<file path="src/source/cpu_params.svh">
`ifndef CPU_PARAMS_SVH
`define CPU_PARAMS_SVH

// ---------------------------------------------------------------------------
// core-wide sizes
// ---------------------------------------------------------------------------

// data and pc width
`define XLEN 32

// byte address width of the shared memory port
`define MEM_ADDR_W 17

// architectural registers x0..x31
`define NUM_REGS 32

// first fetch address after reset
`define RESET_PC 32'h0000_0000

`endif

</file>
<file path="src/source/cpu_pkg.sv">
`include "cpu_params.svh"

package cpu_pkg;

    typedef logic [`XLEN-1:0]       word_t;
    typedef logic [`MEM_ADDR_W-1:0] mem_addr_t;
    typedef logic [4:0]             reg_idx_t;

    // {instr[30], funct3}
    typedef logic [3:0]             func_code_t;

    // alu operation class
    typedef enum logic [2:0] {
        binary      = 3'd0,
        imm_binary  = 3'd1,
        mem_addr    = 3'd2,
        branch_cond = 3'd3,
        imm         = 3'd4,
        pc_based    = 3'd5,
        alu_nop     = 3'd6
    } alu_op_e;

    // memory request, same encoding as the mem_signal port
    typedef enum logic [1:0] {
        mem_nop   = 2'b00,
        read_data = 2'b01,
        write     = 2'b10,
        read_inst = 2'b11
    } mem_op_e;

    typedef enum logic [1:0] {
        not_branch  = 2'b00,
        jump_reg    = 2'b01,
        conditional = 2'b10,
        jump_pc     = 2'b11
    } branch_e;

    typedef enum logic [1:0] {
        wb_nop       = 2'b00,
        arith        = 2'b01,
        mem_to_reg   = 2'b10,
        increased_pc = 2'b11
    } wb_sel_e;

endpackage

</file>
<file path="src/source/imm_gen.sv">
`timescale 1ns/1ps

module imm_gen
    import cpu_pkg::*;
(
    input  word_t instr,
    input  logic  fmt_i,
    input  logic  fmt_s,
    input  logic  fmt_b,
    input  logic  fmt_u,
    input  logic  fmt_j,
    output word_t imm
);

    logic sign;

    assign sign = instr[31];

    always_comb begin
        if (fmt_i) begin
            imm = {{20{sign}}, instr[31:20]};
        end else if (fmt_s) begin
            imm = {{20{sign}}, instr[31:25], instr[11:7]};
        end else if (fmt_b) begin
            imm = {{19{sign}}, instr[31], instr[7], instr[30:25], instr[11:8], 1'b0};
        end else if (fmt_u) begin
            imm = {instr[31:12], 12'b0};
        end else if (fmt_j) begin
            imm = {{11{sign}}, instr[31], instr[19:12], instr[20], instr[30:21], 1'b0};
        end else begin
            // register-register ops carry no immediate
            imm = '0;
        end
    end

endmodule

</file>
<file path="config.mk">
export PLATFORM = sky130hd
export DESIGN_NAME = imm_gen
export DESIGN_NICKNAME = d
export VERILOG_FILES = /design/src/source/cpu_pkg.sv /design/src/source/imm_gen.sv
export VERILOG_INCLUDE_DIRS = /design/src /design/src/source
export SDC_FILE = /design/constraint.sdc
export NUM_CORES = 1
export LEC_CHECK = 0
export BUFFER_PORTS_ARGS = -buffer_cell sky130_fd_sc_hd__clkbuf_2
export CAP_MARGIN = 5
export CORE_AREA = 2 2 39 41
export DETAILED_ROUTE_END_ITERATION = 16
export DIE_AREA = 0 0 41 43
export GPL_ROUTABILITY_DRIVEN = 0
export GPL_TIMING_DRIVEN = 0
export PLACE_DENSITY = 0.86
export REMOVE_ABC_BUFFERS = 1
export SETUP_SLACK_MARGIN = 0.2
export SLEW_MARGIN = 20
export SYNTH_ARGS = -nofsm -noshare
export SYNTH_HDL_FRONTEND = slang
export SYNTH_SLANG_ARGS = --single-unit
</file>
<file path="constraint.sdc">
create_clock -name vclk -period 2.3
set_clock_uncertainty 0.2 [all_clocks]
set_input_delay 0.345 -clock vclk [all_inputs]
set_output_delay 0.345 -clock vclk [all_outputs]
set_load 0.03 [all_outputs]
</file>
---- After elaboration in Yosys (flattened, before gate mapping) ----
Index checks and enable logic that the tools add are counted.
word-level totals
  flip-flop bits (word level) ............. 0
  latch bits .............................. 0
  bits in writable memories ............... 0
  memory bits (read-only) ................. 0
  bits of input ports ..................... 37
  output and inout bits ................... 32
  word-level logic and storage cells ...... 5
  memories ................................ 0
operators by class
  $add $sub $neg .......................... 0
  multiply operators ...................... 0
  divide/modulo/power cells ............... 0
  $lt $le $gt $ge ......................... 0
  equality and inequality tests ........... 0
  shift-type cells ........................ 0
  muxes and demuxes ....................... 5
  bitwise gates (word level) .............. 0
  reduce and logical (&&, ||, !) cells .... 0
operators with widths
  cell     number
  $mux 32  5

---- Logic depth before layout (Yosys ltp) ----
  depth after elaboration ................. 5
  mapped depth ............................ 4
  mapped depth without buffers ............ 3

---- Least setup slack after synthesis ----
No wires, ideal clock.
  path kind ............................... input to output
  start point ............................. input fmt_b
  end point ............................... output imm[12]
  arrival ................................. 1,297 ps
  data required time ...................... 1,755 ps
  slack ................................... 458 ps
  stages .................................. 4
  path buffers ............................ 1
  path through ............................ or3_4 -> and2_1 -> buf_2 -> a21o_1
on the way
  word-level cells in the longest chain between the ends .. 3
ends and longest elaborated chain
  item                line           source
  start: declaration  imm_gen.sv:9   input logic fmt_b,
  $mux 32             imm_gen.sv:24  end else if (fmt_b) begin
  $mux 32             imm_gen.sv:22  end else if (fmt_s) begin
  $mux 32             imm_gen.sv:20  if (fmt_i) begin
  end: declaration    imm_gen.sv:12  output word_t imm
No other way between the ends.

---- Final worst setup path ----
  start point ............................. input fmt_s
  end point ............................... output imm[13]
on the way
  word-level cells in the longest chain between the ends .. 2
ends and longest elaborated chain
  item                line           source
  start: declaration  imm_gen.sv:8   input logic fmt_s,
  $mux 32             imm_gen.sv:22
  $mux 32             imm_gen.sv:20
No other way between the ends.

==> key figures <==
Critical path
  • Crit path max fanout: 8
  • Max incr delay on CP: 0.45 ns
  • CP max stage cell: or3_4
  • Crit path top cell by count: clkbuf_2
  • Worst setup path class: primary input to output port
  • Worst Path Required: 1.75 ns
  • Critical path cell sequence: clkbuf_2, or3_4, and2_2, a21o_1, clkbuf_2
  • CP top delay family: simple AND/OR/NAND/NOR gates
  • Buf/Inv on CP: 2
  • Endpoint class of the critical path: output port
  • Worst Path Arrival: between 1.5 and 2 ns
  • Startpoint types: primary input

Die
  • # IOs: 69
  • Die ar.: 1763 um2
  • Total core area: 1384 um2
  • Initial Util: 0.2622
  • Die extent in x: 41 um
  • # rows: 14
  • Die height: 43 um

Power
  • Gate power share: 1.000
  • Pleak: 0.4739 nW
  • Sequential share of power: 0
  • PnR Total Power: 0.0002186 W
  • Sw Ratio: 0.6608
  • Clock power share: 0
  • Cell Pwr Density: 303.3 nW/um2
  • P_int: 0.00007415 W
  • Sw Pwr: approximately 0.00014 W
  • Max VDD drop: 0.0001213 V

Routing
  • Via count: 665
  • Post-route ant nets: 0
  • Total Wirelength: 1436 um
  • DR iter-0 viols: 12
  • DRC viols: 0
  • Detail-routed via count per cell: 4.683
  • Routed wire per std cell: 10.11 um
  • First-pass iteration count of the detailed router: 4

Global route
  • Met2 Usage GRT: 0.2688
  • Met1 GRT Util: 0.1804
  • Largest net degree at the start of global routing: 12
  • Total track usage: 0.1429
  • GR peak layer: met2
  • GR Layer Usage met3: 0
  • Grt total ovfl: 0
  • Antenna violations before repair: 0
  • First-pass GRT wire length: 1918 um
  • Number of global-route vias before repair: 489

Timing
  • Measured slew at the worst slew-check pin: between 0.4 and 0.5 ns
  • Setup ws final: 0.2262 ns
  • RSZ-0062 raised after global routing: yes
  • Period utilization: 0.9016
  • # setup viols final: 0
  • Final min period: 2.074 ns
  • F_max: 482.2 MHz
  • Number of hold violations in the final report: 0
  • Max transition margin: 0.6853
  • Final slew viol count: 0

Layout
  • FF+latch area: 0 um2
  • # diodes: 0
  • Share of cells above drive strength 1: 0.5476
  • Syn-to-layout area delta: 98.62%
  • Clock Buffer Count: 0
  • Final #Nets: 165
  • Sequential cells: 0

Synthesis
  • Most instantiated library cell after synthesis: nand2_1
  • Mapped Area: 362.8 um2
  • Sequential area share after synthesis: 0
  • Syn Inst Count: 66
  • Cell variety after synth: 17
  • Most common library cells after synthesis: nand2_1, a21o_1, nor2_1
  • Syn_area_per_cell: between 5 and 6 um2
  • Area leader, netlist: nand2_1
  • Top cell type's share of synthesized area: 0.2483
  • Main area contributors after synthesis: nand2_1, a21o_1, and2_1, mux2i_1, nor2_1
  • Yosys warns: 0

Run status
  • Status: completed

Place
  • Pre-CTS setup slack: -0.04386 ns
  • Detailed placer's ending HPWL: about 1200 um
  • IO buf count: 62

Min path
  • Hold Crit Class: primary input to output port

Clocking
  • Hold_buf cts: 0

Job
  • MaxCap Viol Count: 0
==> worst min-delay path: stages <==
cell	delay (ns)
clkbuf_2	0.08
and2_1	0.13
buf_6	0.13
==> repair_timing <==
action / CTS / global route
pin swaps: 0 / 1
cloned: 0 / 0
setup buffers: 0 / 0
setup endpoints to repair: 11 / 14
resized for setup: 2 / 16
==> cells by family after synthesis <==
logic type	share of synthesized area
AOI/OAI and AO/OA	0.2724
buffers and inverters	0.04137
muxes	0.1103
and+or+nand+nor	0.5759
==> layout make-up <==
| type | instances | area, um2 |
|---|---|---|
| Tap cell | 16 | 20.02 |
| Timing Repair Buffer | 63 | 326.6 |
| Multi-Input combinational cell | 63 | 374.1 |
| Fill cell | 154 | 663.1 |
==> worst paths after layout <==
check	from	cells past startpoint	endpoint
hold / removal	instr[28]	3	imm[8]
setup / recovery	fmt_s	5	imm[13]
==> power by group through the flow <==
stage / sequential (W) / combinational [W] / clock (W)
floorplan: 0 / 0.000135 / 0
global placement: 0 / 0.000208 / 0
detailed placement: 0 / 0.000212 / 0
CTS: 0 / 0.000215 / 0
global route: 0 / 0.000234 / 0
finish: 0 / 0.000219 / 0
==> per-stage QoR <==
stage / setup TNS (ns) / hold WS (ns) / cell area (um2) / std cells / utilization
final: 0 / 0.8297 / 720.7 / 142 / 0.5208
after global routing: 0 / 0.8484 / 720.7 / 142 / 0.5208
after CTS: 0 / 0.8414 / 700.7 / 142 / 0.5063
after detailed placement: -0.3890 / 0.8415 / 689.4 / 142 / 0.4982
after global placement: -4.626 / 0.8317 / 678.2 / 141 / 0.4901
after floorplan: 0 / 0.6727 / 347.8 / 63 / -
==> layer usage <==
layer / vias to the layer above / share of wire
li1: 340 / -
met1: 295 / 0.40
met2: 30 / 0.52
met3: 0 / 0.079
met4: 0 / 0
met5: - / 0
==> layout by cell type, fill, tap and decap left out, types with 2 or more instances in the layout <==
cell,Yosys,final
a21o_1,8,8
and2_1,7,6
buf_2,3,4
buf_4,0,2
clkbuf_2,0,56
mux2i_1,4,4
nand2_1,24,24
nor2_1,8,8
nor2b_1,2,2
No activity file was read; power rests on OpenSTA's default activity.
