### src/source/cpu_params.svh
`ifndef CPU_PARAMS_SVH
`define CPU_PARAMS_SVH

// ---------------------------------------------------------------------------
// core-wide sizes
// ---------------------------------------------------------------------------

// data and pc width
`define XLEN 32

// byte address width of the shared memory port
`define MEM_ADDR_W 17

// architectural registers x0..x31
`define NUM_REGS 32

// first fetch address after reset
`define RESET_PC 32'h0000_0000

`endif

### src/source/cpu_pkg.sv
`include "cpu_params.svh"

package cpu_pkg;

    typedef logic [`XLEN-1:0]       word_t;
    typedef logic [`MEM_ADDR_W-1:0] mem_addr_t;
    typedef logic [4:0]             reg_idx_t;

    // {instr[30], funct3}
    typedef logic [3:0]             func_code_t;

    // alu operation class
    typedef enum logic [2:0] {
        binary      = 3'd0,
        imm_binary  = 3'd1,
        mem_addr    = 3'd2,
        branch_cond = 3'd3,
        imm         = 3'd4,
        pc_based    = 3'd5,
        alu_nop     = 3'd6
    } alu_op_e;

    // memory request, same encoding as the mem_signal port
    typedef enum logic [1:0] {
        mem_nop   = 2'b00,
        read_data = 2'b01,
        write     = 2'b10,
        read_inst = 2'b11
    } mem_op_e;

    typedef enum logic [1:0] {
        not_branch  = 2'b00,
        jump_reg    = 2'b01,
        conditional = 2'b10,
        jump_pc     = 2'b11
    } branch_e;

    typedef enum logic [1:0] {
        wb_nop       = 2'b00,
        arith        = 2'b01,
        mem_to_reg   = 2'b10,
        increased_pc = 2'b11
    } wb_sel_e;

endpackage

### src/source/reg_file.sv
`timescale 1ns/1ps

`include "cpu_params.svh"

module reg_file
    import cpu_pkg::*;
(
    input  logic     clk,
    input  logic     rst,
    input  reg_idx_t rs1,
    input  reg_idx_t rs2,
    input  reg_idx_t rd,
    input  logic     wr_en,
    input  word_t    wr_data,
    output word_t    rs1_val,
    output word_t    rs2_val
);

    word_t regs [`NUM_REGS];

    // x0 is never written, so it reads back zero
    assign rs1_val = regs[rs1];
    assign rs2_val = regs[rs2];

    always_ff @(posedge clk) begin
        if (rst) begin
            for (int i = 0; i < `NUM_REGS; i++) begin
                regs[i] <= '0;
            end
        end else if (wr_en && (rd != 5'd0)) begin
            regs[rd] <= wr_data;
        end
    end

endmodule

### config.mk
export PLATFORM = sky130hd
export DESIGN_NAME = reg_file
export DESIGN_NICKNAME = d
export VERILOG_FILES = /design/src/source/cpu_pkg.sv /design/src/source/reg_file.sv
export VERILOG_INCLUDE_DIRS = /design/src /design/src/source
export SDC_FILE = /design/constraint.sdc
export NUM_CORES = 2
export LEC_CHECK = 0
export ABC_AREA = 1
export ABC_CLOCK_PERIOD_IN_PS = 3500
export BUFFER_PORTS_ARGS = -buffer_cell sky130_fd_sc_hd__buf_4
export CORE_MARGIN = 5
export CORE_UTILIZATION = 45
export DETAILED_ROUTE_END_ITERATION = 10
export GPL_ROUTABILITY_DRIVEN = 0
export PLACE_DENSITY_LB_ADDON = 0.2
export SLEW_MARGIN = 10
export SYNTH_ARGS = -nofsm -noshare
export SYNTH_HDL_FRONTEND = slang
export SYNTH_SLANG_ARGS = --single-unit
### constraint.sdc
create_clock -name clk -period 3.5 [get_ports clk]
set_input_delay 0.525 -clock clk [delete_from_list [all_inputs] [get_ports clk]]
set_output_delay 0.525 -clock clk [all_outputs]
set_load 0.01 [all_outputs]
# Word-level counts from Yosys, hierarchy flattened
# Memories as Yosys holds them, arrays and structs flattened.
# Index checks and enable logic that the tools add are counted.
# Widths: inputs -> output; s select.
dict set report op_classes {
  muxes 8
  reduce_logical 3
}
# cell n
set ops {}
lappend ops {{$mux 32} 1}
lappend ops {{$reduce_or 32->1} 1}
lappend ops {{$mux 1} 6}
lappend ops {{$mux 5} 1}
lappend ops {{$reduce_bool 5->1} 1}
lappend ops {{$logic_and 1x1->1} 1}
dict set report word_totals {
  regBits 0
  ramBits 1024
  out_inout_bits 64
  elab_cells 12
  mem_count 1
}
# name words width rd rd_clocked_by_memory_dff write_ports line_no
set memory_table {}
lappend memory_table {regs 32 32 2 0 32 reg_file.sv:19} ;# word_t regs [`NUM_REGS];

# Longest topological paths before layout
dict set report logic_depth {
  word_depth 7
  depth_mapped 12
}

# Least setup slack after synthesis
# Ideal clock, no wire load.
dict set report synth_timing {
  path_type {input-to-reg}
  start {in rd[4]}
  end {mem regs[31][0] (netlist name), enable pin}
  setup_time_ns 0.389
  arrival_time_ns 1.977
  required_ns 3.111
  slack_ns 1.133
  cell_stages 5
  path_cell_list {inv_1 -> nor3_1 -> nand2_1 -> buf_2 -> nand2_1}
}
# element line_no
set synth_rtl {}
lappend synth_rtl {{start: declaration} reg_file.sv:12} ;# input reg_idx_t rd,
lappend synth_rtl {{end: declaration} reg_file.sv:19}

# Worst setup path in the final report
dict set report layout_timing {
  start {in rs2[0]}
  end {out rs2_val[11]}
}
dict set report layout_via {
  elab_chain_len 1
}
# element line_no
set layout_rtl {}
lappend layout_rtl {{start: declaration} reg_file.sv:11} ;# input reg_idx_t rs2,
lappend layout_rtl {{$mem_v2 32x32} -}
lappend layout_rtl {{end: declaration} reg_file.sv:16} ;# output word_t rs2_val
# No other way between the ends.

==> out/qor.txt <==
===============================================================================================
Result of the run                                                                     completed
HP Class                                                                           input pin to register
DP Area                                                                              0.0594 mm²
Fraction of synthesis flops using an asynchronous set or reset pin                           0%
Leading cell types by count after synthesis                                        2,942 x sky130_fd_sc_hd__nand2_1, 1,537 x sky130_fd_sc_hd__nand3_1, 1,024 x sky130_fd_sc_hd__edfxtp_1
Total Negative Setup Slacks                                                                0 ns
Maximum count of clock buffers along a single path                                            3
Worst VDD drop                                                                       0.000390 V
Proportion of netlist area held by the largest area contributor                           54.3%
Largest reg by FF count                                                                    regs
Detailed Routing Iterations Pass 1                                                            9
Number of fillers in the final layout                                                    11,800
# placed instances                                                                        8,573
Flip-flop count of the largest register after layout                                      1,024
Post-CTS Setup Repair Bufs                                                                    0
Initial antenna violation count                                                               9
Main combinational cell family by area after synthesis                             simple AND/OR/NAND/NOR gates
Dominant cell by count in the synthesized netlist                                  sky130_fd_sc_hd__nand2_1
Via count of the first global-routing pass                                               50,200
Post-synth EDFFs                                                                          1,024
# H-tree levels                                                                               3
Top cell by count, worst path                                                      sky130_fd_sc_hd__nand2_1
Arr. time, crit path                                                                    2.57 ns
CP cell instances                                                                  buf_8 > buf_12 > buf_4 > nand2_1 > nand3_1 > nand3_1 > nand2_1 > nand2_1 > nand2_1 > nand2_1 > nand2_1 > buf_4
Number of warnings issued by yosys                                                            0
Syn avg cell area                                                                      7.88 µm²
Element type at the critical path end                                               output port
Total standard cell area after synthesis                                             0.0566 mm²
Synthesized instance count                                                                7,191
Synth Area in Simple Gates                                                                39.8%
Overall global routing resource usage                                                     34.4%
IO buf count                                                                                113
CTS Hold Bufs                                                                                 0
Primary FF master, synth                                                           sky130_fd_sc_hd__edfxtp_1
Pin count of the biggest net entering global routing                                        118
Static leakage                                                                          26.8 nW
Timing-limited maximum frequency                                                      0.323 GHz
Total count of max-transition violations in the final report                                  0
Max Cap Violations                                                                            0
Post-route minimum period                                                               3.09 ns
Worst max-slew margin expressed relative to the limit                                     14.0%
Clock tree from TritonCTS                                                                   yes
Biggest regs                                                                       regs: 1024 flops
Clock input transition at the sequential cells of the worst setup and hold paths        0.06 ns
DP Wirelength                                                                            127 mm
Worst slew pin tran                                                                     1.29 ns
Horizontal die dimension                                                                 365 µm
Post-route DRC violation count                                                                0
Number of hold violations in the final report                                                 0
Drt via density                                                                            6.14
TritonCTS sink count                                                                      1,024
Final setup violating endpoints                                                               0
Portion of netlist area occupied by mux cells                                                0%
Post-route ant nets                                                                           0
Number of buffers created by CTS                                                            117
Via total after detailed routing                                                         54,000
Pwr per Cell Area                                                                    497 mW/mm²
Global route overflow                                                                         0
#FFs+latches synth                                                                        1,024
CTS root buf                                                                       sky130_fd_sc_hd__clkbuf_16
Critical path start-end classification                                             input pin to output port
Sequential cell area fraction in the yosys report                                         54.3%
Global-route wire length before repair                                                   336 mm
Adder and majority gate portion of the synthesized area                                      0%
Wire length per cell after detailed routing                                             26.7 µm
Post-CTS resize count                                                                         0
Unrepaired setup endpoints after global routing                                           false
Die Footprint                                                                         0.133 mm²
Distinct cell type count after synthesis                                                     16
Critical path fanouts, max                                                                   42
Worst path required time                                                                2.97 ns
Fraction of layout cells with a size suffix above 1                                       7.95%
Cell area after layout                                                               0.0632 mm²
Crit share post-route                                                                     88.3%
Placement row count                                                                         130
Area overhead of the layout relative to synthesis                                         11.5%
Post-route non-filler standard cell count                                                 8,798
Area of the core                                                                      0.125 mm²
Slowest library cell on the worst path                                             sky130_fd_sc_hd__buf_12
Cells taking the most area after synthesis                                         sky130_fd_sc_hd__edfxtp_1 54%, sky130_fd_sc_hd__nand2_1 19%, sky130_fd_sc_hd__nand3_1 14%
Compound-Gate Fraction of Synth Area                                                         0%
DRT iter0 DRCs                                                                            9,155
Initial core utilization                                                                  45.2%
Top cell type by total area after synthesis                                        sky130_fd_sc_hd__edfxtp_1
Largest stage delay on the critical path                                                0.32 ns
Total Wirelength                                                                         235 mm
Kind of start point of the critical path                                              input pin
Xor/xnor cell area share of the yosys netlist                                                0%
Number of nets in the finished design                                                     7,092
Top-Level Pins                                                                              114
Height of the chip                                                                       365 µm
===============================================================================================
[layer usage]
metal  global-route usage [%]  vias up  wire, µm
met5                        0        -        13
met4                     19.3        2     15000
met3                     7.37      901     30700
met2                     51.8     4223    102000
met1                     46.3    25500     87500
li1                         -    23300         -
[path summary, 6_finish.rpt]
check / from / to / cells after the start
setup / recovery: rs2[0] / rs2_val[11] / 12
hold / removal: rst / regs[0][8] / 2
[layout make-up]
type | instances | area (µm²) | area share (%)
timing repair buffer | 330 | 3480 | 5.51
multi-input combinational | 5515 | 22800 | 36.1
tap | 1650 | 2060 | 3.27
clock buffer | 138 | 3030 | 4.79
sequential | 1024 | 30700 | 48.7
inverter | 54 | 263 | 0.416
clock inverter | 80 | 764 | 1.21
antenna | 7 | 17.5 | 0.0277
[cell usage in the layout, fill, tap and decap left out, drive strengths merged]
master / instances
buf: 330
bufinv: 13
clkbuf: 138
clkinv: 60
clkinvlp: 3
conb: 32
diode: 7
edfxtp: 1024
inv: 58
nand2: 2942
nand3: 1537
nand4: 4
nor2: 993
nor3: 7
[cell families after synthesis]
logic type | count (synthesis)
and+or+nand+nor | 5483
DFF | 1024
buffers and inverters | 683
other | 1
[through the flow]
step           util (%)  setup slack (ns)  power (mW)  hold WS, ns
2_1_floorplan         -              1.13        17.2        0.764
3_3_place_gp       47.3             0.483        19.0         1.12
3_5_place_dp       47.3             0.512        19.1         1.13
4_1_cts            50.4             0.503        31.3        0.325
5_1_grt            50.4             0.328        32.3        0.346
6_report           50.4             0.408        31.4        0.362
[power by group]
group	internal (mW)	leakage, nW	switching, mW
Combinational	1.25	15.2	3.17
Sequential	14.2	9.75	0.358
Clock	7.12	1.86	5.32
Total	22.5	26.8	8.84
[worst max-delay path, delay by kind of cell]
kind / cells / cell delay [ns]
buffers and inverters: 4 / 1.06
AND/OR/NAND/NOR: 8 / 0.89
Note: power is estimated with default switching activity, not from simulation.
