`src/source/cpu_params.svh`:
```
`ifndef CPU_PARAMS_SVH
`define CPU_PARAMS_SVH

// ---------------------------------------------------------------------------
// core-wide sizes
// ---------------------------------------------------------------------------

// data and pc width
`define XLEN 32

// byte address width of the shared memory port
`define MEM_ADDR_W 17

// architectural registers x0..x31
`define NUM_REGS 32

// first fetch address after reset
`define RESET_PC 32'h0000_0000

`endif

```
`src/source/cpu_pkg.sv`:
```
`include "cpu_params.svh"

package cpu_pkg;

    typedef logic [`XLEN-1:0]       word_t;
    typedef logic [`MEM_ADDR_W-1:0] mem_addr_t;
    typedef logic [4:0]             reg_idx_t;

    // {instr[30], funct3}
    typedef logic [3:0]             func_code_t;

    // alu operation class
    typedef enum logic [2:0] {
        binary      = 3'd0,
        imm_binary  = 3'd1,
        mem_addr    = 3'd2,
        branch_cond = 3'd3,
        imm         = 3'd4,
        pc_based    = 3'd5,
        alu_nop     = 3'd6
    } alu_op_e;

    // memory request, same encoding as the mem_signal port
    typedef enum logic [1:0] {
        mem_nop   = 2'b00,
        read_data = 2'b01,
        write     = 2'b10,
        read_inst = 2'b11
    } mem_op_e;

    typedef enum logic [1:0] {
        not_branch  = 2'b00,
        jump_reg    = 2'b01,
        conditional = 2'b10,
        jump_pc     = 2'b11
    } branch_e;

    typedef enum logic [1:0] {
        wb_nop       = 2'b00,
        arith        = 2'b01,
        mem_to_reg   = 2'b10,
        increased_pc = 2'b11
    } wb_sel_e;

endpackage

```
`src/source/decoder.sv`:
```
`timescale 1ns/1ps

module decoder
    import cpu_pkg::*;
(
    input  word_t      instr,
    output reg_idx_t   rs1,
    output reg_idx_t   rs2,
    output reg_idx_t   rd,
    output func_code_t func_code,
    output alu_op_e    alu_op,
    output mem_op_e    mem_op,
    output branch_e    branch,
    output wb_sel_e    wb_sel,
    output logic       fmt_i,
    output logic       fmt_s,
    output logic       fmt_b,
    output logic       fmt_u,
    output logic       fmt_j
);

    localparam logic [6:0] OP_REG    = 7'b0110011;
    localparam logic [6:0] OP_IMM    = 7'b0010011;
    localparam logic [6:0] OP_LOAD   = 7'b0000011;
    localparam logic [6:0] OP_STORE  = 7'b0100011;
    localparam logic [6:0] OP_BRANCH = 7'b1100011;
    localparam logic [6:0] OP_LUI    = 7'b0110111;
    localparam logic [6:0] OP_AUIPC  = 7'b0010111;
    localparam logic [6:0] OP_JAL    = 7'b1101111;
    localparam logic [6:0] OP_JALR   = 7'b1100111;

    logic [6:0] opcode;
    logic [2:0] funct3;
    logic       is_shift;

    assign opcode = instr[6:0];
    assign funct3 = instr[14:12];
    assign rs1    = instr[19:15];
    assign rs2    = instr[24:20];
    assign rd     = instr[11:7];

    // slli/srli/srai keep bit 30 like register ops, other immediates drop it
    assign is_shift  = (funct3 == 3'b001) || (funct3 == 3'b101);
    assign func_code = {instr[30] & ((opcode == OP_REG) || is_shift), funct3};

    always_comb begin
        // anything not matched below is a full no-op
        alu_op = alu_nop;
        mem_op = mem_nop;
        branch = not_branch;
        wb_sel = wb_nop;
        fmt_i  = 1'b0;
        fmt_s  = 1'b0;
        fmt_b  = 1'b0;
        fmt_u  = 1'b0;
        fmt_j  = 1'b0;
        case (opcode)
            OP_REG: begin
                alu_op = binary;
                wb_sel = arith;
            end
            OP_IMM: begin
                alu_op = imm_binary;
                wb_sel = arith;
                fmt_i  = 1'b1;
            end
            OP_LOAD: begin
                if (funct3 == 3'b010) begin
                    alu_op = mem_addr;
                    mem_op = read_data;
                    wb_sel = mem_to_reg;
                    fmt_i  = 1'b1;
                end
            end
            OP_STORE: begin
                if (funct3 == 3'b010) begin
                    alu_op = mem_addr;
                    mem_op = write;
                    fmt_s  = 1'b1;
                end
            end
            OP_BRANCH: begin
                // beq and bne only
                if (funct3[2:1] == 2'b00) begin
                    alu_op = branch_cond;
                    branch = conditional;
                    fmt_b  = 1'b1;
                end
            end
            OP_LUI: begin
                alu_op = imm;
                wb_sel = arith;
                fmt_u  = 1'b1;
            end
            OP_AUIPC: begin
                alu_op = pc_based;
                wb_sel = arith;
                fmt_u  = 1'b1;
            end
            OP_JAL: begin
                branch = jump_pc;
                wb_sel = increased_pc;
                fmt_j  = 1'b1;
            end
            OP_JALR: begin
                if (funct3 == 3'b000) begin
                    alu_op = mem_addr;
                    branch = jump_reg;
                    wb_sel = increased_pc;
                    fmt_i  = 1'b1;
                end
            end
            default: begin
            end
        endcase
    end

endmodule

```
`config.mk`:
```
export PLATFORM = sky130hd
export DESIGN_NAME = decoder
export DESIGN_NICKNAME = d
export VERILOG_FILES = /design/src/source/cpu_pkg.sv /design/src/source/decoder.sv
export VERILOG_INCLUDE_DIRS = /design/src /design/src/source
export SDC_FILE = /design/constraint.sdc
export NUM_CORES = 1
export LEC_CHECK = 0
export BUFFER_PORTS_ARGS = -buffer_cell sky130_fd_sc_hd__buf_2
export CORE_UTILIZATION = 29
export DETAILED_ROUTE_END_ITERATION = 8
export MAX_ROUTING_LAYER = met4
export PLACE_DENSITY = 0.9
export SLEW_MARGIN = 20
export SYNTH_ARGS = -nofsm -noshare
export SYNTH_HDL_FRONTEND = slang
export SYNTH_SLANG_ARGS = --single-unit
export TNS_END_PERCENT = 30
```
`constraint.sdc`:
```
create_clock -name vclk -period 1.2
set_clock_uncertainty 0.15 [all_clocks]
set_input_delay 0.12 -clock vclk [all_inputs]
set_output_delay 0.12 -clock vclk [all_outputs]
set_load 0.05 [all_outputs]
```
# Word-level counts from Yosys, hierarchy flattened
# Index checks and enable logic that the tools add are counted.
[totals]
output_inout_bits = 33
in_bits = 32
elab_cells = 40
register_bits = 0
[op_classes]
eq_ne = 12
reduce_logical = 7
mux = 20
bitwise_logic = 1
[op_table]
columns = ["op", "count"]
rows = [
  ["7-bit by 6-bit == test with 1-bit output, second input constant", 3],
  ["7-bit == test, second input constant", 3],
  ["3-bit case mux with 7 select lines", 1],
  ["7-bit by 5-bit == test with 1-bit output, second input constant", 2],
  ["1-bit two-way mux", 9],
  ["3-bit two-way mux", 3],
  ["2-bit case mux with 4 select lines", 1],
  ["7-bit by 2-bit == test with 1-bit output, second input constant", 1],
  ["2-bit two-way mux", 3],
  ["2-bit case mux with 3 select lines", 1],
  ["2-bit case mux with 2 select lines", 1],
  ["2-bit OR reduction", 2],
  ["4-bit OR reduction", 1],
  ["3-bit by 1-bit == test with 1-bit output, second input constant", 1],
  ["3-bit by 2-bit == test with 1-bit output, second input constant", 1],
  ["3-bit == test, second input constant", 1],
  ["3-bit logical NOT", 1],
  ["1-bit case mux with 3 select lines", 1],
  ["2-bit logical NOT", 1],
  ["1-bit logical OR", 2],
  ["1-bit bitwise AND", 1],
]

# Depth between registers and ports, before layout
[logic_depth]
ltp_word = 4
mapped_depth = 3
mapped_depth_nobuf = 3

# Worst setup path after synthesis
# No wires, ideal clock.
[synth_path]
path_kind = "input to output"
start = "in instr[6]"
end = "out alu_op[0]"
path_buffers = 0
arrival_time_ns = 2.029
path_slack_ns = -1.099
path_stages = 3
required_ns = 0.930
cell_sequence = "and4bb_1 -> nand2_1 -> o21ai_0"
[synth_via]
elab_chain_len = 3
elab_cells_between_ends = 10
classes_between = "eq/ne: 8; mux: 1; reduce/logical: 1"
[synth_rtl]
columns = ["item", "line", "rtl"]
rows = [
  ["from (decl)", "decoder.sv:6", "input word_t instr,"],
  ["7-bit by 6-bit == test with 1-bit output / 7-bit by 2-bit == test with 1-bit output (equally long branches)", "decoder.sv:57", "case (opcode)"],
  ["2-bit OR reduction (no line)", "-", ""],
  ["3-bit case mux with 7 select lines *", "decoder.sv:57", ""],
  ["to (decl)", "decoder.sv:11", "output alu_op_e alu_op,"],
]
# Every way passes the cells marked *; elsewhere a longest branch is shown, timed or not.

# Worst setup path in the final report
[layout_path]
start = "in instr[6]"
end = "out fmt_i"
[layout_via]
elab_chain_len = 2
elab_cells_between_ends = 4
classes_between = "eq/ne: 3; mux: 1"
[layout_rtl]
columns = ["item", "line", "rtl"]
rows = [
  ["7-bit == test (tied with other cells)", "decoder.sv:57", ""],
  ["1-bit case mux with 3 select lines *", "decoder.sv:57", ""],
  ["to (decl)", "decoder.sv:15", "output logic fmt_i,"],
]
# Marks and branches as above.

==> results.json <==
{
  "fill_cells": 94,
  "grt_pass1_wl_mm": 1.69,
  "critPathKind": "primary input to primary output",
  "arrival_ns": 1.12,
  "critPathSlowestCell": "and4bb_4",
  "rows": 12,
  "core_um2": 1170,
  "switching_share_pct": 55.1,
  "viasPerCell": 5.34,
  "grt.overflow.total": 0,
  "timing.critical_path.cells": "buf_6 -> and4bb_4 -> nand4b_1 -> o211ai_1 -> buf_4",
  "drtIter0Drc": 7,
  "seqPwrFrac_pct": 0,
  "drt_pass1_iterations": 4,
  "p_switching_mw": 0.105,
  "period_share_pct": 116,
  "final_area_um2": 711,
  "grt_max_degree": 8,
  "track_usage_pct": 15.8,
  "finalNonFillerCells": 91,
  "synthDistinctLibCells": 22,
  "placedCellCount": 88,
  "synth_adder_area_share_pct": 0,
  "drv_slew": 0,
  "synthXorXnorAreaFrac_pct": 0,
  "power_density_nw_per_um2": 269,
  "place_area_um2": 514,
  "synth_simple_gate_area_share_pct": 45.9,
  "setup_viol": 14,
  "clock_buffers": 0,
  "io_buffers": 29,
  "grt_pass1_vias": 416,
  "holdWs_ns": 0.0900,
  "routabilityCongestion": 0.876,
  "tightest_slew_ns": 0.329,
  "synth_top_family_by_area": "simple AND/OR/NAND/NOR gates",
  "drt-wirelength-per-cell_um": 13.4,
  "synthesis.area_um2": 384,
  "syn_inst": 56,
  "rsz0062_at_grt": "yes",
  "area_growth_pct": 85.0,
  "p_total_mw": 0.191,
  "cp.required_ns": 0.93,
  "clockPowerShare_pct": 0,
  "worstPathMaxFanout": 6,
  "start_util_pct": 32.8,
  "hold_viol_final": 0,
  "die_x_um": 38.4,
  "fp.dieArea_um2": 1470,
  "n_antenna_cell": 0,
  "maxCapViolCount": 0,
  "critPathCaptureType": "primary output",
  "max_slew_margin_pct": 78.0,
  "ys_warn_count": 0,
  "via_count": 486,
  "ir_drop_uv": 130,
  "hold_class": "primary input to primary output",
  "wirelength_mm": 1.22,
  "seq_cell_count": 0,
  "max_freq_mhz": 718,
  "antenna_found_initial": 0,
  "max_stage_delay_ns": 0.36,
  "nets": 111,
  "seqCellArea_um2": 0,
  "die_h_um": 38.4,
  "dp_hpwl_um": 836,
  "ios": 65,
  "synth_nets": 88,
  "final_core_util_pct": 60.7,
  "synth_seq_area_share_pct": 0,
  "muxShareOfSynthArea_pct": 0,
  "drive_above_1_share_pct": 79.2,
  "violations": "negative setup slack",
  "outcome": "finished, violations left",
  "cp_top_family": "simple AND/OR/NAND/NOR gates",
  "intPower_mw": 0.0857,
  "worst_slack_ns": -0.194,
  "syn_avg_cell_area_um2": 6.86,
  "synth_compound_area_share_pct": 14.0,
  "drc": 0,
  "cellLeakagePower_nw": 0.358,
  "startpoint_type": "primary input",
  "p_comb_share_pct": 100.0,
  "ant_nets": 0,
  "period_needed_ns": 1.39,
  "crit_buf_inv": 2
}
-- through the flow --
| step | setup TNS (ns) | worst slack (ns) |
|---|---|---|
| after floorplan | -1.09 | -0.303 |
| after global placement | -2.54 | -0.282 |
| after detailed placement | -2.79 | -0.304 |
| after CTS | -1.31 | -0.205 |
| after global routing | -1.88 | -0.237 |
| final | -1.31 | -0.194 |
-- what timing repair did --
item                       in CTS  in global routing
pin swaps                       6                  6
hold buffers                    0                  0
gates resized for setup        37                 10
setup buffers                   1                  2
gates cloned                    0                  0
setup endpoints to repair      14                 15
-- power by group through the flow --
stage               registers [mW]  clock network [mW]  logic [mW]
finish                           0                   0       0.191
global route                     0                   0       0.201
CTS                              0                   0       0.172
detailed placement               0                   0       0.147
global placement                 0                   0       0.143
floorplan                        0                   0       0.218
-- per-layer routing --
| layer | wire length [µm] | part of all wire (%) | up-vias | track usage (%) |
|---|---|---|---|---|
| met5 | 0 | 0 | - | - |
| met1 | 472 | 39 | 229 | 18.8 |
| met2 | 656 | 54 | 31 | 30.1 |
| li1 | - | - | 224 | - |
| met4 | 2 | 0.16 | 0 | 1.72 |
| met3 | 89 | 7.3 | 2 | 0.581 |
-- synth_stat cells --
library cell | number | area, µm²
buf_4 | 19 | 143
nand2_1 | 4 | 15.0
inv_1 | 3 | 11.3
nand2b_1 | 3 | 18.8
nand3_1 | 3 | 15.0
a211o_1 | 2 | 17.5
and4_1 | 2 | 17.5
nand4b_1 | 2 | 17.5
nor2_1 | 2 | 7.51
nor3_1 | 2 | 10.0
nor4b_1 | 2 | 17.5
o211ai_1 | 2 | 15.0
a21boi_1 | 1 | 7.51
a31o_1 | 1 | 8.76
and2b_2 | 1 | 8.76
and3_1 | 1 | 6.26
and3_2 | 1 | 7.51
and4bb_1 | 1 | 12.5
nor2b_2 | 1 | 8.76
nor3b_1 | 1 | 7.51
o21ai_0 | 1 | 5.00
or2_2 | 1 | 6.26
-- cell families after synthesis --
family	Yosys count
simple gates	27
compound gates	7
buf+inv	22
-- final cells by class --
class	instances	area, µm²	share of cell area (%)
inverters	3	11.3	1.58
multi-input cells	34	343	48.2
well taps	14	17.5	2.46
repair buffers	40	339	47.7
-- final timing paths --
kind | start | end | slack (ns) | cells after the start
worst max-delay path | instr[6] | fmt_i | -0.19 | 5
worst min-delay path | instr[7] | rd[0] | 0.09 | 0
-- cells in the final DEF (no fill, tap or decap), drive strengths merged --
cell type  synthesis  routed
a31o               1       1
and4bb             1       1
nor2b              1       1
and4               2       2
nand3              3       3
nor4b              2       2
a211o              2       2
nand2b             3       3
or2                1       1
o21ai              1       1
inv                3       3
o211ai             2       2
nor3b              1       1
a21boi             1       1
nor3               2       2
nand2              4       4
and3               2       2
nor2               2       2
buf               19      40
nand4b             2       2
and2b              1       1
Note: power is estimated with default switching activity, not from simulation.
