--- src/source/cpu_params.svh ---
`ifndef CPU_PARAMS_SVH
`define CPU_PARAMS_SVH

// ---------------------------------------------------------------------------
// core-wide sizes
// ---------------------------------------------------------------------------

// data and pc width
`define XLEN 32

// byte address width of the shared memory port
`define MEM_ADDR_W 17

// architectural registers x0..x31
`define NUM_REGS 32

// first fetch address after reset
`define RESET_PC 32'h0000_0000

`endif

--- src/source/cpu_pkg.sv ---
`include "cpu_params.svh"

package cpu_pkg;

    typedef logic [`XLEN-1:0]       word_t;
    typedef logic [`MEM_ADDR_W-1:0] mem_addr_t;
    typedef logic [4:0]             reg_idx_t;

    // {instr[30], funct3}
    typedef logic [3:0]             func_code_t;

    // alu operation class
    typedef enum logic [2:0] {
        binary      = 3'd0,
        imm_binary  = 3'd1,
        mem_addr    = 3'd2,
        branch_cond = 3'd3,
        imm         = 3'd4,
        pc_based    = 3'd5,
        alu_nop     = 3'd6
    } alu_op_e;

    // memory request, same encoding as the mem_signal port
    typedef enum logic [1:0] {
        mem_nop   = 2'b00,
        read_data = 2'b01,
        write     = 2'b10,
        read_inst = 2'b11
    } mem_op_e;

    typedef enum logic [1:0] {
        not_branch  = 2'b00,
        jump_reg    = 2'b01,
        conditional = 2'b10,
        jump_pc     = 2'b11
    } branch_e;

    typedef enum logic [1:0] {
        wb_nop       = 2'b00,
        arith        = 2'b01,
        mem_to_reg   = 2'b10,
        increased_pc = 2'b11
    } wb_sel_e;

endpackage

--- src/source/stage_sequencer.sv ---
`timescale 1ns/1ps

`include "cpu_params.svh"

module stage_sequencer
    import cpu_pkg::*;
(
    input  logic       clk,
    input  logic       rst,
    input  logic       rdy_in,
    input  word_t      mem_read_data,
    input  logic       mem_vis_finished,
    input  reg_idx_t   rd,
    input  func_code_t func_code,
    input  alu_op_e    alu_op,
    input  mem_op_e    mem_op,
    input  branch_e    branch,
    input  wb_sel_e    wb_sel,
    input  word_t      imm,
    input  word_t      rs1_val,
    input  word_t      rs2_val,
    input  word_t      alu_result,
    input  logic       alu_equal,
    input  word_t      pc_next,
    output word_t      instr,
    output word_t      pc,
    output word_t      op_rs1_val,
    output word_t      op_rs2_val,
    output word_t      op_imm,
    output alu_op_e    op_alu_op,
    output func_code_t op_func_code,
    output branch_e    op_branch,
    output word_t      ex_result,
    output logic       ex_equal,
    output logic       rf_wr_en,
    output reg_idx_t   rf_rd,
    output word_t      rf_wr_data,
    output mem_addr_t  mem_addr,
    output mem_op_e    mem_signal,
    output word_t      mem_write_data
);

    typedef enum logic [2:0] {
        s_fetch,
        s_decode,
        s_execute,
        s_memory,
        s_writeback
    } stage_e;

    stage_e  state;
    mem_op_e mem_op_q;
    wb_sel_e wb_sel_q;
    word_t   wb_data;

    // ------------------------------------------------------------------------
    // stage state and stage registers
    // ------------------------------------------------------------------------
    always_ff @(posedge clk) begin
        if (rst) begin
            state        <= s_fetch;
            pc           <= `RESET_PC;
            op_alu_op    <= alu_nop;
            op_func_code <= '0;
            op_branch    <= not_branch;
            mem_op_q     <= mem_nop;
            wb_sel_q     <= wb_nop;
            rf_rd        <= '0;
        end else if (rdy_in) begin
            case (state)
                s_fetch: begin
                    if (mem_vis_finished) begin
                        instr <= mem_read_data;
                        state <= s_decode;
                    end
                end
                s_decode: begin
                    op_rs1_val   <= rs1_val;
                    op_rs2_val   <= rs2_val;
                    op_imm       <= imm;
                    op_alu_op    <= alu_op;
                    op_func_code <= func_code;
                    op_branch    <= branch;
                    mem_op_q     <= mem_op;
                    wb_sel_q     <= wb_sel;
                    rf_rd        <= rd;
                    state        <= s_execute;
                end
                s_execute: begin
                    ex_result <= alu_result;
                    ex_equal  <= alu_equal;
                    state     <= s_memory;
                end
                s_memory: begin
                    // non-memory ops pass straight through
                    if (mem_op_q == mem_nop || mem_vis_finished) begin
                        rf_wr_data <= wb_data;
                        pc         <= pc_next;
                        state      <= s_writeback;
                    end
                end
                default: begin
                    state <= s_fetch;
                end
            endcase
        end
    end

    // writeback value sampled while pc still holds this instruction
    always_comb begin
        case (wb_sel_q)
            mem_to_reg:   wb_data = mem_read_data;
            increased_pc: wb_data = pc + 32'd4;
            default:      wb_data = ex_result;
        endcase
    end

    assign rf_wr_en = (state == s_writeback) && (wb_sel_q != wb_nop) && rdy_in;

    // ------------------------------------------------------------------------
    // shared memory port
    // ------------------------------------------------------------------------
    always_comb begin
        case (state)
            s_fetch: begin
                // no fetch request while reset is held
                mem_signal = rst ? mem_nop : read_inst;
                mem_addr   = pc[`MEM_ADDR_W-1:0];
            end
            s_memory: begin
                mem_signal = mem_op_q;
                mem_addr   = ex_result[`MEM_ADDR_W-1:0];
            end
            default: begin
                mem_signal = mem_nop;
                mem_addr   = pc[`MEM_ADDR_W-1:0];
            end
        endcase
    end

    assign mem_write_data = op_rs2_val;

    // request held until a finished strobe is accepted
    a_req_stable: assert property (@(posedge clk) disable iff (rst)
        (mem_signal != mem_nop && !(mem_vis_finished && rdy_in))
            |=> ($stable(mem_signal) && $stable(mem_addr)))
        else $error("memory request changed while pending");

    a_nop_in_reset: assert property (@(posedge clk) rst |-> (mem_signal == mem_nop))
        else $error("memory request issued during reset");

endmodule

--- config.mk ---
export PLATFORM = sky130hd
export DESIGN_NAME = stage_sequencer
export DESIGN_NICKNAME = d
export VERILOG_FILES = /design/src/source/cpu_pkg.sv /design/src/source/stage_sequencer.sv
export VERILOG_INCLUDE_DIRS = /design/src /design/src/source
export SDC_FILE = /design/constraint.sdc
export NUM_CORES = 1
export LEC_CHECK = 0
export ABC_AREA = 1
export BUFFER_PORTS_ARGS = -buffer_cell sky130_fd_sc_hd__buf_2
export CORE_AREA = 2 2 196 198
export CTS_BUF_LIST = sky130_fd_sc_hd__clkbuf_8
export CTS_CLUSTER_DIAMETER = 50
export DETAILED_ROUTE_END_ITERATION = 12
export DIE_AREA = 0 0 198 200
export PLACE_DENSITY = 0.59
export SLEW_MARGIN = 20
export SYNTH_ARGS = -nofsm -noshare
export SYNTH_HDL_FRONTEND = slang
export SYNTH_SLANG_ARGS = --single-unit
export TNS_END_PERCENT = 5
--- constraint.sdc ---
create_clock -name clk -period 14.8 [get_ports clk]
set_clock_uncertainty 0.1 [all_clocks]
set_input_delay 0.74 -clock clk [delete_from_list [all_inputs] [get_ports clk]]
set_output_delay 0.74 -clock clk [all_outputs]
set_load 0.005 [all_outputs]
# [Yosys cells after proc, flatten, opt, wreduce, memory -nomap -nowiden]
# Index checks and enable logic that the tools add are counted.
[classes] addsub=1 eq_ne=8 mux=7 n_bitwise=1 n_reduce_logical=13
[ops] cell="32-bit one-hot mux with 2 select lines" count=1
[ops] cell="32-bit by 3-bit adder with 32-bit output (second input constant)" count=1
[ops] cell="17-bit two-way mux" count=1
[ops] cell="3-bit one-hot mux with 4 select lines" count=1
[ops] cell="3-bit AND reduction" count=4
[ops] cell="4-bit AND reduction" count=2
[ops] cell="3-bit by 2-bit == test with 1-bit output (second input constant)" count=2
[ops] cell="3-bit two-way mux" count=2
[ops] cell="2-bit == test (second input constant)" count=2
[ops] cell="2-bit inequality test (second input constant)" count=2
[ops] cell="2-bit one-hot mux with 2 select lines" count=1
[ops] cell="3-bit by 1-bit == test with 1-bit output (second input constant)" count=1
[ops] cell="3-bit == test (second input constant)" count=1
[ops] cell="3-bit logical NOT" count=1
[ops] cell="1-bit logical AND" count=2
[ops] cell="2-bit logical NOT" count=1
[ops] cell="2-bit two-way mux" count=1
[ops] cell="2-bit AND reduction" count=1
[ops] cell="2-bit nonzero test" count=1
[ops] cell="1-bit logical OR" count=1
[ops] cell="1-bit NOT" count=1
[totals] register_bits=246 input_bits=215 out_inout_bits=291 wordCells=45

# [Longest topological paths before layout]
[depth] ltp_word=4 mapped_depth=9 depth_no_buf=9

# [Least setup slack after synthesis]
# OpenSTA, ideal clock, no wires.
[synth_timing] path_type="in2reg" startpoint="input rst" endpoint="register op_rs2_val[0] (netlist: mem_write_data[0]), enable pin" setup_ps=551 arrival_time_ps=5196 required_time_ps=14149 setup_slack_ps=8953 path_stages=4 path_buffers=1 cell_sequence="inv_1 buf_1 nand2_1 nor2_1"
[synth_between] elab_chain_len=2
[synth_lines] item="from (decl)" line_no="stage_sequencer.sv:9" source="input logic rst,"
[synth_lines] item="1-bit NOT (no line)"
[synth_lines] item="3-bit AND reduction (no line)"
[synth_lines] item="to (signal assigned)" line_no="stage_sequencer.sv:79" source="op_rs2_val <= rs2_val;"
[synth_lines] item="to (decl)" line_no="stage_sequencer.sv:28" source="output word_t op_rs2_val,"
# No other way between the ends.
# A chain may end at the register's enable or synchronous reset.

# [Worst setup path in the final report]
[layout_timing] startpoint="register state[1]" endpoint="output mem_signal[1]"
[layout_between] elab_chain_len=2 word_cells_on_any_way=3 classes_between="eq/ne (1); mux (1); reduce/logical (1)"
[layout_lines] item="from (decl)" line_no="stage_sequencer.sv:51" source="stage_e state;"
[layout_lines] item="from (signal assigned)" line_no="stage_sequencer.sv:61" source="state <= s_fetch;"
[layout_lines] item="from (signal assigned)" line_no="stage_sequencer.sv:74" source="state <= s_decode;"
[layout_lines] item="from (signal assigned)" line_no="stage_sequencer.sv:87" source="state <= s_execute;"
[layout_lines] item="3-bit by 2-bit == test with 1-bit output or 3-bit logical NOT (tied branches)" line_no="stage_sequencer.sv:124" source="case (state)"
[layout_lines] item="2-bit one-hot mux with 2 select lines (*)" line_no="stage_sequencer.sv:124"
[layout_lines] item="to (decl)" line_no="stage_sequencer.sv:39" source="output mem_op_e mem_signal,"
# Mark *: on every way between the ends. The rest lies on a longest branch, timed or not.

==> flow_summary.ini <==
[status]
status = finished, final reports clean

[grt]
track_usage = 0.183
antenna_found_initial = 5
grt_pass1_vias = 7853
grt_max_degree = 80
overflow = 0
grt_pass1_wl_um = 51200

[timing]
finalCritPeriodShare = 0.253
rsz0062_at_grt = no
layout_min_cycle_time_ns = 3.74
final.setup.tns_ns = 0
final-setup-viol-count = 0
slew_viol_final = 0
relSlewSlack = 0.277
max_freq_ghz = 0.267
max_slew.worst_pin.slew_ns = 1.08
hold_viol_final = 0

[detailed_routing]
dr_wl_met2_um = 19100
num_vias = 8116
topRoutingLayerUsed = met5
wl_per_cell_um = 19.9
drt-total-wl_um = 37700
wl_met3_um = 3380
wl_met1_um = 14400
via_per_inst = 4.29
first_pass_iters = 5
postRouteAntennaNets = 0
drt_iter0_markers = 453
drc = 0

[placed_design]
portBuffers = 505
dp_hpwl_um = 29100
routabilityCongestion = 0.826
placed_cell_area_sq_um = 12500

[cts]
numClockSinks = 246
clkLatencyLatePin_ns = 0.60
clock_path_buffers = 3
clkTransAtPathRegs_ns = 0.06
cts_hold_buf = 0
cts_tree = built
post_cts_buffers = 0
numCtsBuffers = 46
htree_levels = 2
clockRootBuffer = clkbuf_8
postCtsResizedCells = 0

[floorplanning]
row_count = 71
ios = 506
core_sq_um = 37400
start_util = 0.257
die_h_um = 200
dieArea_sq_um = 39600
dieWidth_um = 198

[power]
p_seq_frac = 0.509
ir_worst_vdd_v = 0.0000745
cell_internal_pwr_uw = 1150
p_switching_uw = 352
power.leakage_uw = 0.00575
switching_share = 0.234
power.density_nw_per_um2 = 112
clkPwrFrac = 0.436
pwr-share-comb = 0.055

[final_layout]
final_area_sq_um = 13500
areaGrowthSynthToFinish_pct = 39.7
drive_gt1_frac = 0.438
final_common_cell = buf_2
nets = 1557
final_cell_mix = buf_2 (505), edfxtp_1 (193), nand2_1 (172)
fillers = 3813

[flow_run]
cap_viol_max_count = 0

[worst_setup_path]
crit_chain = nand2_1, nor2_2, inv_2, o21ai_0, buf_2
startpoint_type = flip-flop
cp.required_ns = 13.96
max_stage_delay_ns = 0.82
critPathLaunch = state[1]
rr_startpoint = state[1]
crit_arrival_ns = 2.90
path_delay_family = simple AND/OR/NAND/NOR gates
crit_fanout = 20
crit_type = flip-flop to primary output
end_kind = primary output
critPathSlowestCell = nor2_2
critPathBufInv = 2

[synthesis]
netlist_area_sq_um = 9630
synth_cells = 838
synth_top_area_frac = 0.602
ys_seq_area_frac = 0.712
syn_avg_cell_area_sq_um = 11.5
ys_ff_latch = 246
syn_nets = 1054
ys.warnings.count = 0
synth_area_leaders = edfxtp_1 (60%), dfxtp_1 (11%), nand2_1 (6.7%)
yosysUniqueCellTypes = 31
synth_area_leader_cell = edfxtp_1

[hold_path]
hold_class = primary input to flip-flop
min_from = alu_result[24]
## Yosys cell counts
cell type	n
clkbuf_1	11
ha_1	1
nor2_4	2
o22ai_1	1
o21bai_1	7
buf_4	35
edfxtp_1	193
nand3b_1	1
o211ai_1	6
o21ai_1	5
a21oi_1	26
a22o_1	15
nand3_1	45
inv_2	4
o21ai_0	64
nor2_1	105
clkinv_1	1
dfxtp_1	53
o221ai_1	1
o2111a_1	1
nor2_2	7
inv_1	58
or2_2	2
nor3_1	3
buf_2	9
nand3_2	3
nand2_2	2
buf_6	1
nand2_1	172
buf_1	1
nand4_1	3
## state kept, by name, summed over array words and instances, names as in the netlist
| name | flops |
|---|---|
| ex_result | 32 |
| op_rs1_val | 32 |
| mem_write_data | 32 |
| op_imm | 32 |
| op_alu_op | 3 |
| mem_op_q | 2 |
| pc | 32 |
| op_branch | 2 |
| instr | 32 |
| op_func_code | 4 |
| rf_rd | 5 |
| rf_wr_data | 32 |
| state | 3 |
| wb_sel_q | 2 |
| ex_equal | 1 |
## metal layers
layer	track usage	up-vias
li1	-	3872
met1	0.205	3813
met2	0.327	374
met3	0.0637	55
met4	0.0537	2
met5	0	-
## worst paths after layout
kind	to	slack, ns	depth (start not counted)
worst max-delay path	mem_signal[1]	11.06	5
worst min-delay path	ex_result[24]	0.21	1
worst max register to register	rf_wr_data[13]	12.08	5
worst min register to register	op_alu_op[1]	0.38	2
## metrics by stage
stage	hold slack [ns]	utilization	setup slack, ns	total power [uW]	cells
finish	0.208	0.360	11.06	1510	1891
global route	0.156	0.360	10.88	1570	1889
CTS	0.149	0.359	11.00	1540	1886
detailed placement	0.353	0.334	11.69	866	1803
global placement	0.354	0.334	11.74	864	1803
floorplan	0.344	-	8.95	811	838
## cell type report
| class | count | area [sq um] | share of cell area |
|---|---|---|---|
| well taps | 511 | 639 | 0.0475 |
| inverters | 63 | 236 | 0.0176 |
| multi-input cells | 472 | 2200 | 0.164 |
| clock buffers | 48 | 661 | 0.0491 |
| repair buffers | 512 | 2600 | 0.193 |
| clock inverters | 35 | 246 | 0.0183 |
| diodes | 4 | 10.0 | 0.000744 |
| flip-flops and latches | 246 | 6860 | 0.510 |
## power groups by stage
stage	logic, uW	registers (uW)	clock network (uW)
5_1_grt	92.5	768	710
6_report	82.8	767	658
3_3_place_gp	82.7	781	0
2_1_floorplan	29.4	782	0
3_5_place_dp	84.2	781	0
4_1_cts	84.4	767	684
## logic make-up after synthesis
kind of cell	count (synthesis)	synth area share
adders and majority gates	1	0.00130
AOI/OAI and AO/OA	126	0.0759
buffers and inverters	120	0.0624
DFF	246	0.712
and+or+nand+nor	345	0.148
Note: power is estimated with default switching activity, not from simulation.
